File: src/common/madam_pkg.sv
// shared definitions for the madam register file, line-flag receiver and matrix engine.
// every user refers to them by scoped name, madam_pkg::name.

package madam_pkg;

	// bus and datapath widths.
	localparam int DATA_W      = 32;          // cpu data word.
	localparam int REG_OFS_W   = 16;          // decoded low half of cpu_addr.
	localparam int HCOUNT_W    = 12;          // horizontal cycle counter.
	localparam int LINE_FLAG_W = 7;           // pcsc bits 1 to 7.
	localparam int MTX_IDX_W   = 5;           // word index inside the matrix window.
	localparam int FRAC_BITS   = 16;          // 16.16 fixed point.
	localparam int ACC_W       = 2 * DATA_W;  // full product and accumulator width.

	// matrix geometry.
	localparam int MTX_DIM     = 4;           // rows and columns of the full matrix.
	localparam int MTX_M_WORDS = MTX_DIM * MTX_DIM;
	localparam int MTX_WORDS   = 32;          // words in the whole window.

	// register offsets within the madam block.
	localparam logic [REG_OFS_W-1:0] REG_MSYSBITS  = 16'h0004;  // memory config, read only.
	localparam logic [REG_OFS_W-1:0] REG_MCTL      = 16'h0008;  // dma enables.
	localparam logic [REG_OFS_W-1:0] REG_MSB_CHECK = 16'h002C;  // msb finder.
	localparam logic [REG_OFS_W-1:0] REG_LINE_STAT = 16'h0030;  // hcount and line flags.
	localparam logic [REG_OFS_W-1:0] REG_REGCTL0   = 16'h0130;  // frame buffer modulo.
	localparam logic [REG_OFS_W-1:0] REG_REGCTL1   = 16'h0134;  // x/y clip.
	localparam logic [REG_OFS_W-1:0] REG_REGCTL2   = 16'h0138;  // read base address.
	localparam logic [REG_OFS_W-1:0] REG_REGCTL3   = 16'h013C;  // write base address.
	localparam logic [REG_OFS_W-1:0] REG_VDL_ADDR  = 16'h0580;  // vdl list pointer.
	localparam logic [REG_OFS_W-1:0] MTX_BASE      = 16'h0600;  // start of matrix window.
	localparam logic [REG_OFS_W-1:0] MTX_END       = 16'h0680;  // first offset past the window.
	localparam logic [REG_OFS_W-1:0] MTX_CMD       = 16'h07FC;  // matrix command word.

	// fixed read values.
	localparam logic [DATA_W-1:0] MSYSBITS_VALUE = 32'h0000_0029;  // 2MB dram, 1MB vram.
	localparam logic [DATA_W-1:0] BAD_ACCESS     = 32'hBADA_CCE5;  // unmapped offsets.
	localparam logic [DATA_W-1:0] NO_MSB         = '1;             // msb finder, no bit set.

	// line status word layout.
	localparam int LSTAT_HCOUNT_LSB = 16;  // hcount sits in bits 27:16.

	// matrix window layout, by word index.
	// matrix words are 0 to 15, row-major.
	localparam logic [MTX_IDX_W-1:0] MTX_V_BASE   = 5'd16;  // vector words 16 to 19.
	localparam logic [MTX_IDX_W-1:0] MTX_REZ_BASE = 5'd24;  // result words 24 to 27.

	// matrix commands, taken from the low 2 bits of the command write.
	typedef enum logic [1:0] {
		MTX_NOP  = 2'd0,  // publish pending results only.
		MTX_MUL4 = 2'd1,  // 4x4 matrix times vector.
		MTX_MUL3 = 2'd2   // 3x3 matrix times vector.
	} mtx_cmd_e;

endpackage

File: src/hdl/line_flags.sv
// line-flag receiver for the pcsc serial line.
// a rising edge on pcsc marks a new line, the following 7 bits are the video
// flags, published together once the last one is in. also runs hcount.

`timescale 1ns/1ps

module line_flags (
	input  logic                              clk_25m,
	input  logic                              reset_n,
	input  logic                              pcsc,
	output logic [madam_pkg::LINE_FLAG_W-1:0] flags,   // vz, v#, f#, fc, vr, vd, vl.
	output logic [madam_pkg::HCOUNT_W-1:0]    hcount   // half-rate cycles since line start.
);

	logic                              pcsc_q;    // first sample.
	logic                              pcsc_qq;   // previous sample, for edge detect.
	logic                              pcsc_rise;
	logic [2:0]                        bit_idx;   // 0 when idle, 1 to 7 while receiving.
	logic [madam_pkg::LINE_FLAG_W-2:0] shift_q;   // flags 1 to 6 while they arrive.
	logic                              hphase;    // hcount steps on every other cycle.

	assign pcsc_rise = pcsc_q && !pcsc_qq;

	always_ff @(posedge clk_25m or negedge reset_n) begin
		if (!reset_n) begin
			pcsc_q  <= 1'b0;
			pcsc_qq <= 1'b0;
			bit_idx <= '0;
			shift_q <= '0;
			flags   <= '0;
			hcount  <= '0;
			hphase  <= 1'b0;
		end else begin
			pcsc_q  <= pcsc;
			pcsc_qq <= pcsc_q;

			// only an idle receiver arms, so flag bits toggling pcsc can't restart it.
			if (pcsc_rise && (bit_idx == 3'd0)) begin
				bit_idx <= 3'd1;
				hcount  <= '0;
				hphase  <= 1'b0;
			end else begin
				hphase <= !hphase;
				if (hphase)
					hcount <= hcount + 1'b1;  // wraps.
			end

			if (bit_idx != 3'd0) begin
				shift_q <= {pcsc_q, shift_q[madam_pkg::LINE_FLAG_W-2:1]};  // lsb first.
				bit_idx <= bit_idx + 3'd1;  // stops when it wraps to zero.
				if (bit_idx == 3'd7)
					flags <= {pcsc_q, shift_q};  // whole set at once.
			end
		end
	end

endmodule

File: src/matrix/matrix_engine.sv
// madam matrix engine.
// holds the 4x4 matrix, the vector and the results of the 32-word window.
// a command first publishes the pending results, then mul4 or mul3 runs one
// signed multiply per cycle into a 64-bit accumulator while mtx_busy is high.

`timescale 1ns/1ps

module matrix_engine (
	input  logic                            clk_25m,
	input  logic                            reset_n,

	input  logic                            mtx_wr,      // window write, ignored while busy.
	input  logic [madam_pkg::MTX_IDX_W-1:0] mtx_idx,
	input  logic [madam_pkg::DATA_W-1:0]    mtx_wdata,
	input  logic                            mtx_cmd_wr,  // command write, ignored while busy.
	input  madam_pkg::mtx_cmd_e             mtx_cmd,

	output logic [madam_pkg::DATA_W-1:0]    mtx_rdata,   // word at mtx_idx, combinational.
	output logic                            mtx_busy
);

	localparam int VEC_TOP = madam_pkg::MTX_V_BASE + madam_pkg::MTX_DIM;
	localparam int REZ_TOP = madam_pkg::MTX_REZ_BASE + madam_pkg::MTX_DIM;

	logic [madam_pkg::DATA_W-1:0] m_q      [madam_pkg::MTX_M_WORDS];  // row-major.
	logic [madam_pkg::DATA_W-1:0] v_q      [madam_pkg::MTX_DIM];
	logic [madam_pkg::DATA_W-1:0] rez      [madam_pkg::MTX_DIM];      // visible results.
	logic [madam_pkg::DATA_W-1:0] rez_pend [madam_pkg::MTX_DIM];      // from the last multiply.

	logic                            cmd_accept;
	logic                            mul3;      // 3x3 run in progress.
	logic [1:0]                      row;
	logic [1:0]                      col;
	logic [1:0]                      last_idx;  // 2 for 3x3, 3 for 4x4.
	logic signed [madam_pkg::ACC_W-1:0] product;
	logic signed [madam_pkg::ACC_W-1:0] acc_q;
	logic signed [madam_pkg::ACC_W-1:0] acc_next;
	logic signed [madam_pkg::ACC_W-1:0] acc_shift;

	assign cmd_accept = mtx_cmd_wr && !mtx_busy;
	assign last_idx   = mul3 ? 2'd2 : 2'd3;

	// one multiplier, the row and column pick the operands.
	assign product   = $signed(m_q[{row, col}]) * $signed(v_q[col]);
	assign acc_next  = ((col == 2'd0) ? '0 : acc_q) + product;  // first column starts fresh.
	assign acc_shift = acc_next >>> madam_pkg::FRAC_BITS;         // back to 16.16.

	// matrix and vector storage, frozen during a run.
	always_ff @(posedge clk_25m or negedge reset_n) begin
		if (!reset_n) begin
			for (int i = 0; i < madam_pkg::MTX_M_WORDS; i++)
				m_q[i] <= '0;
			for (int i = 0; i < madam_pkg::MTX_DIM; i++)
				v_q[i] <= '0;
		end else if (mtx_wr && !mtx_busy) begin
			if (mtx_idx < madam_pkg::MTX_V_BASE)
				m_q[mtx_idx[3:0]] <= mtx_wdata;
			else if (mtx_idx < VEC_TOP)
				v_q[mtx_idx[1:0]] <= mtx_wdata;
			// result words and the gaps are not writable.
		end
	end

	// running sum of the current row.
	always_ff @(posedge clk_25m) begin
		if (mtx_busy)
			acc_q <= acc_next;
	end

	// command accept and row/column sequencer.
	always_ff @(posedge clk_25m or negedge reset_n) begin
		if (!reset_n) begin
			mtx_busy <= 1'b0;
			mul3     <= 1'b0;
			row      <= '0;
			col      <= '0;
			for (int i = 0; i < madam_pkg::MTX_DIM; i++) begin
				rez[i]      <= '0;
				rez_pend[i] <= '0;
			end
		end else if (cmd_accept) begin
			// every command publishes what the previous one computed.
			for (int i = 0; i < madam_pkg::MTX_DIM; i++)
				rez[i] <= rez_pend[i];
			row <= '0;
			col <= '0;
			case (mtx_cmd)
				madam_pkg::MTX_MUL4: begin
					mtx_busy <= 1'b1;  // 16 cycles.
					mul3     <= 1'b0;
				end
				madam_pkg::MTX_MUL3: begin
					mtx_busy <= 1'b1;  // 9 cycles, pending result 3 untouched.
					mul3     <= 1'b1;
				end
				default: ;  // nop and unknown codes only publish.
			endcase
		end else if (mtx_busy) begin
			if (col == last_idx) begin
				rez_pend[row] <= acc_shift[madam_pkg::DATA_W-1:0];  // low 32 bits.
				col <= '0;
				if (row == last_idx)
					mtx_busy <= 1'b0;  // last row done.
				else
					row <= row + 2'd1;
			end else begin
				col <= col + 2'd1;
			end
		end
	end

	// read back by word index.
	always_comb begin
		mtx_rdata = '0;  // unused indices.
		if (mtx_idx < madam_pkg::MTX_V_BASE)
			mtx_rdata = m_q[mtx_idx[3:0]];
		else if (mtx_idx < VEC_TOP)
			mtx_rdata = v_q[mtx_idx[1:0]];
		else if ((mtx_idx >= madam_pkg::MTX_REZ_BASE) && (mtx_idx < REZ_TOP))
			mtx_rdata = rez[mtx_idx[1:0]];
	end

endmodule

File: src/hdl/madam_regs.sv
// madam register file.
// decodes the 16-bit offset of cpu_addr, holds the plain registers and the
// msb finder, forwards matrix window and command accesses to the matrix engine
// and builds the combinational read data.

`timescale 1ns/1ps

module madam_regs (
	input  logic                               clk_25m,
	input  logic                               reset_n,

	input  logic [31:0]                        cpu_addr,
	input  logic [31:0]                        cpu_din,
	input  logic                               cpu_wr,
	output logic [31:0]                        cpu_dout,

	input  logic [madam_pkg::LINE_FLAG_W-1:0]  flags,   // from the line-flag receiver.
	input  logic [madam_pkg::HCOUNT_W-1:0]     hcount,

	output logic                               mtx_wr,      // one cycle per window write.
	output logic [madam_pkg::MTX_IDX_W-1:0]    mtx_idx,     // word index, for reads too.
	output logic [madam_pkg::DATA_W-1:0]       mtx_wdata,
	output logic                               mtx_cmd_wr,  // one cycle per command write.
	output madam_pkg::mtx_cmd_e                mtx_cmd,
	input  logic [madam_pkg::DATA_W-1:0]       mtx_rdata,
	input  logic                               mtx_busy
);

	logic [madam_pkg::REG_OFS_W-1:0] ofs;  // decoded register offset.
	logic                            mtx_hit;

	logic [madam_pkg::DATA_W-1:0] mctl;       // dma channel enables.
	logic [madam_pkg::DATA_W-1:0] regctl0;    // modulo for source and destination buffers.
	logic [madam_pkg::DATA_W-1:0] regctl1;    // x/y clip.
	logic [madam_pkg::DATA_W-1:0] regctl2;    // source buffer base.
	logic [madam_pkg::DATA_W-1:0] regctl3;    // destination buffer base.
	logic [madam_pkg::DATA_W-1:0] vdl_addr;
	logic [madam_pkg::DATA_W-1:0] msb_check;  // raw value, the finder reads from it.
	logic [madam_pkg::DATA_W-1:0] msb_idx;    // index of its highest set bit.
	logic [madam_pkg::DATA_W-1:0] line_stat;

	assign ofs = cpu_addr[madam_pkg::REG_OFS_W-1:0];

	// window is 0x600 to 0x67c, word aligned.
	assign mtx_hit = (ofs >= madam_pkg::MTX_BASE) && (ofs < madam_pkg::MTX_END) &&
		(ofs[1:0] == 2'b00);

	// base is 128-byte aligned so the index is just the word address bits.
	assign mtx_idx    = ofs[madam_pkg::MTX_IDX_W+1:2];
	assign mtx_wdata  = cpu_din;
	assign mtx_wr     = cpu_wr && mtx_hit;
	assign mtx_cmd_wr = cpu_wr && (ofs == madam_pkg::MTX_CMD);
	assign mtx_cmd    = madam_pkg::mtx_cmd_e'(cpu_din[1:0]);  // code 3 passes through as a nop.

	// plain register writes.
	always_ff @(posedge clk_25m or negedge reset_n) begin
		if (!reset_n) begin
			mctl      <= '0;
			regctl0   <= '0;
			regctl1   <= '0;
			regctl2   <= '0;
			regctl3   <= '0;
			vdl_addr  <= '0;
			msb_check <= '0;
		end else if (cpu_wr) begin
			case (ofs)
				madam_pkg::REG_MCTL:      mctl      <= cpu_din;
				madam_pkg::REG_MSB_CHECK: msb_check <= cpu_din;
				madam_pkg::REG_REGCTL0:   regctl0   <= cpu_din;
				madam_pkg::REG_REGCTL1:   regctl1   <= cpu_din;
				madam_pkg::REG_REGCTL2:   regctl2   <= cpu_din;
				madam_pkg::REG_REGCTL3:   regctl3   <= cpu_din;
				madam_pkg::REG_VDL_ADDR:  vdl_addr  <= cpu_din;
				default: ;  // msysbits is read only, unmapped writes are dropped.
			endcase
		end
	end

	// priority search, the last set bit seen going upward wins.
	always_comb begin
		msb_idx = madam_pkg::NO_MSB;  // all ones when nothing is set.
		for (int i = 0; i < madam_pkg::DATA_W; i++) begin
			if (msb_check[i]) begin
				msb_idx = madam_pkg::DATA_W'(i);
			end
		end
	end

	// hcount in 27:16, flags in 6:0, rest reads zero.
	always_comb begin
		line_stat = '0;
		line_stat[madam_pkg::LSTAT_HCOUNT_LSB +: madam_pkg::HCOUNT_W] = hcount;
		line_stat[madam_pkg::LINE_FLAG_W-1:0] = flags;
	end

	// read data, combinational from the offset and register state.
	always_comb begin
		if (mtx_hit) begin
			cpu_dout = mtx_rdata;  // unused window words come back as zero.
		end else begin
			case (ofs)
				madam_pkg::REG_MSYSBITS:  cpu_dout = madam_pkg::MSYSBITS_VALUE;
				madam_pkg::REG_MCTL:      cpu_dout = mctl;
				madam_pkg::REG_MSB_CHECK: cpu_dout = msb_idx;
				madam_pkg::REG_LINE_STAT: cpu_dout = line_stat;
				madam_pkg::REG_REGCTL0:   cpu_dout = regctl0;
				madam_pkg::REG_REGCTL1:   cpu_dout = regctl1;
				madam_pkg::REG_REGCTL2:   cpu_dout = regctl2;
				madam_pkg::REG_REGCTL3:   cpu_dout = regctl3;
				madam_pkg::REG_VDL_ADDR:  cpu_dout = vdl_addr;
				madam_pkg::MTX_CMD:       cpu_dout = {31'd0, mtx_busy};  // busy in bit 0.
				default:                  cpu_dout = madam_pkg::BAD_ACCESS;
			endcase
		end
	end

endmodule

File: src/hdl/madam.sv
// madam cpu-facing top level.
// ties the cpu register bus and the pcsc serial line to the register file,
// the line-flag receiver and the matrix engine.

`timescale 1ns/1ps

module madam (
	input  logic        clk_25m,
	input  logic        reset_n,

	input  logic [31:0] cpu_addr,  // only the low 16 bits are decoded.
	input  logic [31:0] cpu_din,
	input  logic        cpu_wr,    // write strobe, one cycle per write.
	output logic [31:0] cpu_dout,  // combinational read data.

	input  logic        pcsc       // serial line start and flags from clio.
);

	logic [madam_pkg::LINE_FLAG_W-1:0] flags;
	logic [madam_pkg::HCOUNT_W-1:0]    hcount;

	// register file to matrix engine.
	logic                            mtx_wr;
	logic [madam_pkg::MTX_IDX_W-1:0] mtx_idx;
	logic [madam_pkg::DATA_W-1:0]    mtx_wdata;
	logic                            mtx_cmd_wr;
	madam_pkg::mtx_cmd_e             mtx_cmd;
	logic [madam_pkg::DATA_W-1:0]    mtx_rdata;
	logic                            mtx_busy;

	line_flags line_flags_inst (
		.clk_25m (clk_25m),
		.reset_n (reset_n),
		.pcsc    (pcsc),
		.flags   (flags),
		.hcount  (hcount)
	);

	matrix_engine matrix_engine_inst (
		.clk_25m    (clk_25m),
		.reset_n    (reset_n),
		.mtx_wr     (mtx_wr),
		.mtx_idx    (mtx_idx),
		.mtx_wdata  (mtx_wdata),
		.mtx_cmd_wr (mtx_cmd_wr),
		.mtx_cmd    (mtx_cmd),
		.mtx_rdata  (mtx_rdata),
		.mtx_busy   (mtx_busy)
	);

	madam_regs madam_regs_inst (
		.clk_25m    (clk_25m),
		.reset_n    (reset_n),
		.cpu_addr   (cpu_addr),
		.cpu_din    (cpu_din),
		.cpu_wr     (cpu_wr),
		.cpu_dout   (cpu_dout),
		.flags      (flags),
		.hcount     (hcount),
		.mtx_wr     (mtx_wr),
		.mtx_idx    (mtx_idx),
		.mtx_wdata  (mtx_wdata),
		.mtx_cmd_wr (mtx_cmd_wr),
		.mtx_cmd    (mtx_cmd),
		.mtx_rdata  (mtx_rdata),
		.mtx_busy   (mtx_busy)
	);

endmodule

File: config.mk
export PLATFORM = sky130hd
export DESIGN_NAME = madam
export DESIGN_NICKNAME = d
export VERILOG_FILES = /design/src/common/madam_pkg.sv /design/src/hdl/line_flags.sv /design/src/matrix/matrix_engine.sv /design/src/hdl/madam_regs.sv /design/src/hdl/madam.sv
export SDC_FILE = /design/constraint.sdc
export NUM_CORES = 2
export LEC_CHECK = 0
export BUFFER_PORTS_ARGS = -buffer_cell sky130_fd_sc_hd__buf_2
export CORE_MARGIN = 4
export CORE_UTILIZATION = 50
export DETAILED_ROUTE_END_ITERATION = 10
export HOLD_SLACK_MARGIN = 0.1
export PLACE_DENSITY = 0.7
export SYNTH_ARGS = -nofsm -noshare
export SYNTH_HDL_FRONTEND = slang
export SYNTH_SLANG_ARGS = --single-unit
File: constraint.sdc
create_clock -name clk_25m -period 10.2 [get_ports clk_25m]
set_clock_uncertainty 0.15 [all_clocks]
set_input_delay 0.51 -clock clk_25m [delete_from_list [all_inputs] [get_ports clk_25m]]
set_output_delay 0.51 -clock clk_25m [all_outputs]
set_load 0.05 [all_outputs]
======== Word level (Yosys, flattened, before mapping) ========
Index checks and enable logic that the tools add are counted.
word-level totals
  flip-flop bits (word level) ............. 1221
  latch bits .............................. 0
  RAM bits ................................ 0
  bits in read-only memories .............. 0
  input bits .............................. 68
  output and inout port bits .............. 32
  logic and storage cells ................. 210
  memories kept ........................... 0
cells by class
  add/sub/neg operators ................... 5
  $mul .................................... 1
  divide/modulo/power cells ............... 0
  $lt $le $gt $ge ......................... 14
  equal/unequal tests ..................... 17
  shifts and indexed selects .............. 0
  multiplexer cells ....................... 81
  bitwise gates (word level) .............. 7
  reductions and logical operators ........ 38
operators with widths
  kind                   count
  $mux 32                49
  $bwmux 512             1
  $pmux 32 s10           1
  $bmux 32 s4            2
  $bwmux 128             2
  $bmux 32 s2            3
  $demux 32 s2           2
  $demux 32 s4           1
  $add 64x64->64         1
  $eq 16x9->1 const B    4
  $mul 32x32->64         1
  $mux 64                1
  $eq 16x11->1 const B   2
  $eq 16x6->1 const B    2
  $mux 12                2
  $reduce_and 2->1       10
  $eq 16x3->1 const B    1
  $eq 16x4->1 const B    1
  $ge 16x11->1 const B   1
  $lt 16x11->1 const B   1
  $ge 5x5->1 const B     3
  $lt 5x5->1 const B     3
  $mux 2                 7
  $add 12x1->12 const B  1
  other kinds (25)       61

======== Longest topological paths before layout ========
  depth after elaboration ................. 34
  mapped depth ............................ 41
  gate-level depth less buffers ........... 32

======== Cells and area by module ========
A second synthesis with hierarchy kept.
second synthesis, totals
  cell total of the unflattened synthesis .. 7461
  area total of the unflattened synthesis .. 89460.8 um^2
modules (own cells, without submodules)
  module         times used  cells an instance  area an instance (um^2)  sequential area each (um^2)
  matrix_engine  1           6525               77506.8                  24013.0
  madam_regs     1           818                10608.9                  5605.4
  line_flags     1           118                1345.0                   775.7

======== Worst setup path before layout ========
Ideal clock, no wire load.
  kind .................................... flip-flop to flip-flop
  start ................................... register matrix_engine_inst.col[1]
  end ..................................... register matrix_engine_inst.rez_pend[126] (netlist bit)
  setup time .............................. 0.083 ns
  arrival time ............................ 10.062 ns
  data required time ...................... 9.967 ns
  slack ................................... -0.096 ns
  cell stages (with the launch flop) ...... 37
  buffers on the path ..................... 9
  period minus slack after synthesis ...... 10.296 ns
  path through ............................ dfrtp_1 buf_6 buf_8 buf_6 buf_6 buf_6 buf_6 clkbuf_1 clkbuf_1 mux2_2 o21ai_1 clkbuf_1 nor2_1 fa_1 inv_1 fa_1 inv_1 fa_1 inv_1 fa_1 inv_1 fa_1 fa_1 fa_1 inv_1 fa_1 inv_1 ha_1 nand2_1 nor2_1 nand2_1 or4b_2 o21a_1 o21bai_1 a31oi_1 o32a_1 o21ai_0
on the way
  word-level cells in the longest chain between the ends .. 7
  elaborated cells on any way between the ends .. 15
  those cells by class .................... add/sub: 1; mul: 1; eq/ne: 1; mux: 8; bitwise: 2; reduce/logical: 2
ends and longest elaborated chain
  what                                                                 RTL line              source
  start: declaration                                                   matrix_engine.sv:33   logic [1:0] col;
  start signal: assignment                                             matrix_engine.sv:107  col <= col + 2'd1;
  $not 4->5 (implied by the code) / $not 2->3 (equally long branches)  matrix_engine.sv:44   assign product = $signed(m_q[{row, col}]) * $signed(v_q[col]);
  $bmux 32 s4 / $bmux 32 s2 (equally long branches)                    matrix_engine.sv:44
  $mux 32 (implied by the code) (2 in a row)                           matrix_engine.sv:44
  $mul 32x32->64                                                       matrix_engine.sv:44
  $add 64x64->64                                                       matrix_engine.sv:45   assign acc_next = ((col == 2'd0) ? '0 : acc_q) + product;
  $bwmux 128                                                           matrix_engine.sv:100  rez_pend[row] <= acc_shift[madam_pkg::DATA_W-1:0];
  end signal: indexed assignment                                       matrix_engine.sv:100
  end: declaration                                                     matrix_engine.sv:28   logic [madam_pkg::DATA_W-1:0] rez_pend [madam_pkg::MTX_DIM];
Parallel ways exist; a longest one is shown, timed or not. The select of a mux whose other input is x is not followed.
A chain may end at the register's enable or synchronous reset.

======== Final worst setup path ========
  start ................................... register matrix_engine_inst.col[1]
  end ..................................... register matrix_engine_inst.rez_pend[124] (netlist bit)
on the way
  word-level cells in the longest chain between the ends .. 7
  elaborated cells on any way between the ends .. 15
  those cells by class .................... add/sub: 1; mul: 1; eq/ne: 1; mux: 8; bitwise: 2; reduce/logical: 2
ends and longest elaborated chain
  what                                                                 RTL line              source
  $not 4->5 (implied by the code) / $not 2->3 (equally long branches)  matrix_engine.sv:44
  $bmux 32 s4 / $bmux 32 s2 (equally long branches)                    matrix_engine.sv:44
  $mux 32 (implied by the code) (2 in a row)                           matrix_engine.sv:44
  $mul 32x32->64                                                       matrix_engine.sv:44
  $add 64x64->64 *                                                     matrix_engine.sv:45
  via matrix_engine_inst.acc_next (one bit)                            matrix_engine.sv:37   logic signed [madam_pkg::ACC_W-1:0] acc_next;
  $bwmux 128 *                                                         matrix_engine.sv:100
The timed path passes the listed nets; every way through them passes the cells marked *. The select of a mux whose other input is x is not followed.

==> results by group <==
STA
  • Final Setup Violations: 0
  • Final worst slack: 0.238 ns
  • Fin. Hold Viols: 0
  • Slew Limit Fails: 0
  • RSZ-0062 raised after global routing: true
  • Fmax: 0.100 GHz
  • Max_slew headroom: 0.200
  • Setup TNS: 0 ns
  • Worst slew pin tran: 1.19 ns
  • Min cycle time layout: 9.96 ns
  • Final worst-path cycle share: 0.977

Setup path
  • Critical path's most frequent cell: fa_1
  • Max incr delay on CP: 0.67 ns
  • Startpoint types: flip-flop
  • Critical Path RT: 10.76 ns
  • Critical R2R Capture: matrix_engine_inst.rez_pend[124]$_DFFE_PN0P_
  • Critical-path top delay cell: o21ai_2
  • Crit-path max FO: 32
  • Critical Path End Type: flip-flop
  • Worst r2r path cells: 31
  • Reg2Reg Setup Slack: roughly 0.24 ns
  • Critical R2R Launch: matrix_engine_inst.col[1]$_DFFE_PN0P_
  • CP Data Arrival Time: 10.53 ns
  • CP Class: flip-flop to flip-flop

Global routing
  • Initial antenna violation count: 15
  • Pin count of the biggest net entering global routing: 185
  • Global-route wire length before repair: 411 mm
  • Vias in the first global route: between 60000 and 70000
  • Grt ovf: 0
  • Gr usage total: 0.298

Place
  • # placed instances: 9893
  • HPWL after DPL: 194 mm
  • Final Wtd Congestion: 0.961
  • I/O Buffers: 83
  • Dpl ws: -0.0278 ns

Job
  • Maxcap violations: 0

Layout
  • Layout fillers: 14400
  • Syn-to-layout area delta: 10.7%
  • Final Non-Filler Cells: 10200
  • Register area: 30400 um2
  • Share of cells above drive strength 1: 0.266
  • Final net count: 8874
  • Area of the multi-input gates: 52600 um2

Synth
  • Synth Area in Compound Gates: 0.0379
  • Yosys top cell area share: 0.327
  • Commonest cells post-synth: dfrtp_1 (1157), nand2_1 (1052), inv_1 (987)
  • Post-synthesis async set-or-reset flop share: 0.960
  • Synthesized Nets: a little under 9000
  • Post-Synthesis Cell Area: 88400 um2
  • Largest family of logic cells by synthesized area: adder cells
  • Distinct cells, synth: 75
  • Register area share after synthesis: 0.344
  • Synth Area in Simple Gates: 0.0833
  • Xor/xnor cell area share of the yosys netlist: 0.00980
  • Syn Area/Cell: between 10 and 15 um2
  • Cell type with the largest total area after synthesis: dfrtp_1
  • Top cells by area, synth: dfrtp_1 (33%), fa_1 (20%), mux2_2 (13%), mux4_2 (9.0%), nand2_1 (4.5%)
  • Yosys warns: 0
  • Mux cell area share after synthesis: 0.228
  • Count leader, synth: dfrtp_1
  • Primary FF master, synth: dfrtp_1
  • Seq cells post-synth: 1205
  • Post-Synthesis Cells: 7627
  • EDFF count, synth: 48
  • Post-Synth Adder-Cell Area: 0.232

Clock tree
  • CTS root buf: clkbuf_16
  • Num CTS Buffers: approximately 130
  • Sink Count: 1205
  • CTS tree: done
  • H-tree depth: 4
  • Clock latency at the later pin of the worst-skew pair: between 0.7 and 0.8 ns
  • Max clock buf depth: 3
  • Clock slew at reported path FFs: approximately 0.060 ns

Detailed routing
  • Post-route ant nets: 0
  • First-pass detailed-route iteration total: 6
  • DR DRC count: 0
  • Via density: 6.04
  • Initial DRC count: 6466
  • Routed WL: around 270 mm
  • Routed vias: 61300
  • WL per Instance: 26.8 um

Power
  • Flop pwr share: 0.474
  • Leak: about 48 nW
  • PwrDens: 106 nW/um2
  • Max VDD drop: 0.000173 V
  • Clock power frac: 0.478
  • Combinational Power Share: 0.048
  • Switching power: about 2.5 mW
  • Sw frac: 0.239
  • Internal: 7.87 mW

Run status
  • Status: finished clean

Floorplan
  • DIE HEIGHT: roughly 430 um
  • Core Footprint: 176000 um2
  • Chip width: 429 um
  • Rows: 154
  • Initial core utilization: 0.503
  • IO Pins: 100
  • Die footprint: 184000 um2

Hold path
  • HP Class: primary input to async pin
[power groups by stage]
stage          combinational, mW  clock, mW  sequential, mW
2_1_floorplan              0.248          0            4.97
3_3_place_gp               0.474          0            4.99
3_5_place_dp               0.489          0            4.99
4_1_cts                    0.492       5.00            4.90
5_1_grt                    0.533       5.20            4.91
6_report                   0.492       4.95            4.91
[through the flow]
step / area (um2) / total power [mW] / hold slack [ns] / util
2_1_floorplan: 88400 / 5.21 / 0.0644 / -
4_1_cts: 97600 / 10.4 / 0.197 / 0.555
3_3_place_gp: 93100 / 5.46 / 0.293 / 0.529
3_5_place_dp: 93100 / 5.48 / 0.300 / 0.529
6_report: 97900 / 10.3 / 0.209 / 0.556
5_1_grt: 97900 / 10.6 / 0.240 / 0.556
[what timing repair did]
| action | 4_1_cts | 5_1_grt |
|---|---|---|
| endpoints found under the setup margin | 7 | 63 |
| pin swaps | 0 | 2 |
| gates resized for setup | 4 | 18 |
| cloned | 0 | 2 |
| endpoints found under the hold margin | 101 | 0 |
| setup buffers | 0 | 14 |
| hold buffers | 4 | 0 |
[kinds of logic (layout without fill, tap and decap cells)]
group | after synthesis | in the layout
xor+xnor | 95 | 95
simple gates | 1802 | 1802
fa+ha+maj | 1098 | 1098
mux | 1443 | 1443
flops | 1205 | 1205
other cells | 0 | 5
compound gates | 500 | 500
buf+inv | 1484 | 1667
[flip-flops by register name (all words and copies together), names as in the netlist, 48 cells and up]
name / cells
matrix_engine_inst.acc_q: 48
matrix_engine_inst.m_q: 512
matrix_engine_inst.rez: 128
matrix_engine_inst.rez_pend: 128
matrix_engine_inst.v_q: 128
[layout by cell type, fill, tap and decap left out, types with 22 or more instances in the layout]
cell / Yosys / final
nand2_1: 1052 / 1038
xnor2_1: 69 / 68
o21ai_0: 105 / 97
mux4_2: 352 / 352
buf_12: 1 / 43
nor2b_1: 66 / 66
mux2_2: 984 / 984
a22oi_1: 44 / 44
nand3_1: 32 / 30
inv_1: 987 / 987
buf_2: 71 / 78
nand2b_1: 29 / 29
clkbuf_1: 331 / 32
a21oi_1: 92 / 91
o21a_1: 44 / 41
nand4_1: 26 / 26
and2_1: 29 / 28
xor2_1: 23 / 22
nor2_1: 498 / 486
mux2i_1: 87 / 86
a222oi_1: 23 / 23
fa_1: 904 / 904
buf_4: 8 / 307
ha_1: 194 / 193
dfrtp_1: 1157 / 1152
edfxtp_1: 48 / 48
clkbuf_16: 0 / 138
clkbuf_8: 0 / 24
[metal layers]
layer | GRT usage | up-vias | wire (um)
met5 | 0 | - | 62
met4 | 0.149 | 10 | 16700
met3 | 0.0727 | 707 | 27300
met2 | 0.464 | 3117 | 125000
met1 | 0.393 | 32200 | 104000
li1 | - | 25300 | -
[cell type report]
class	instances	share of cell area
antenna	5	0.000128
inverter	991	0.0380
multi-input combinational	4938	0.537
tap	2340	0.0299
timing repair buffer	439	0.0381
sequential	1205	0.311
clock inverter	45	0.00630
clock buffer	192	0.0394
[worst max path at each step]
stage / start / end / slack (ns) / cells past startpoint
floorplan: matrix_engine_inst.col[0]$_DFFE_PN0P_ / matrix_engine_inst.rez_pend[126]$_DFFE_PN0P_ / 0.18 / 36
global placement: matrix_engine_inst.col[0]$_DFFE_PN0P_ / matrix_engine_inst.rez_pend[60]$_DFFE_PN0P_ / 0.04 / 31
detailed placement: matrix_engine_inst.col[0]$_DFFE_PN0P_ / matrix_engine_inst.rez_pend[124]$_DFFE_PN0P_ / -0.03 / 31
CTS: matrix_engine_inst.col[1]$_DFFE_PN0P_ / matrix_engine_inst.rez_pend[86]$_DFFE_PN0P_ / 0.03 / 31
global route: matrix_engine_inst.col[1]$_DFFE_PN0P_ / matrix_engine_inst.acc_q[46]$_DFFE_PP_ / -0.05 / 30
finish: matrix_engine_inst.col[1]$_DFFE_PN0P_ / matrix_engine_inst.rez_pend[124]$_DFFE_PN0P_ / 0.24 / 31
[worst max-delay path: cells and delay by family, from the launching register on]
kind                       cells  cell delay [ns]
and+or+nand+nor                5             1.25
AOI/OAI and AO/OA              7             1.98
buffers and inverters          7             0.78
adders and majority gates      9             4.22
DFF                            1             0.50
muxes                          3             0.93
No activity file was read; power rests on OpenSTA's default activity.
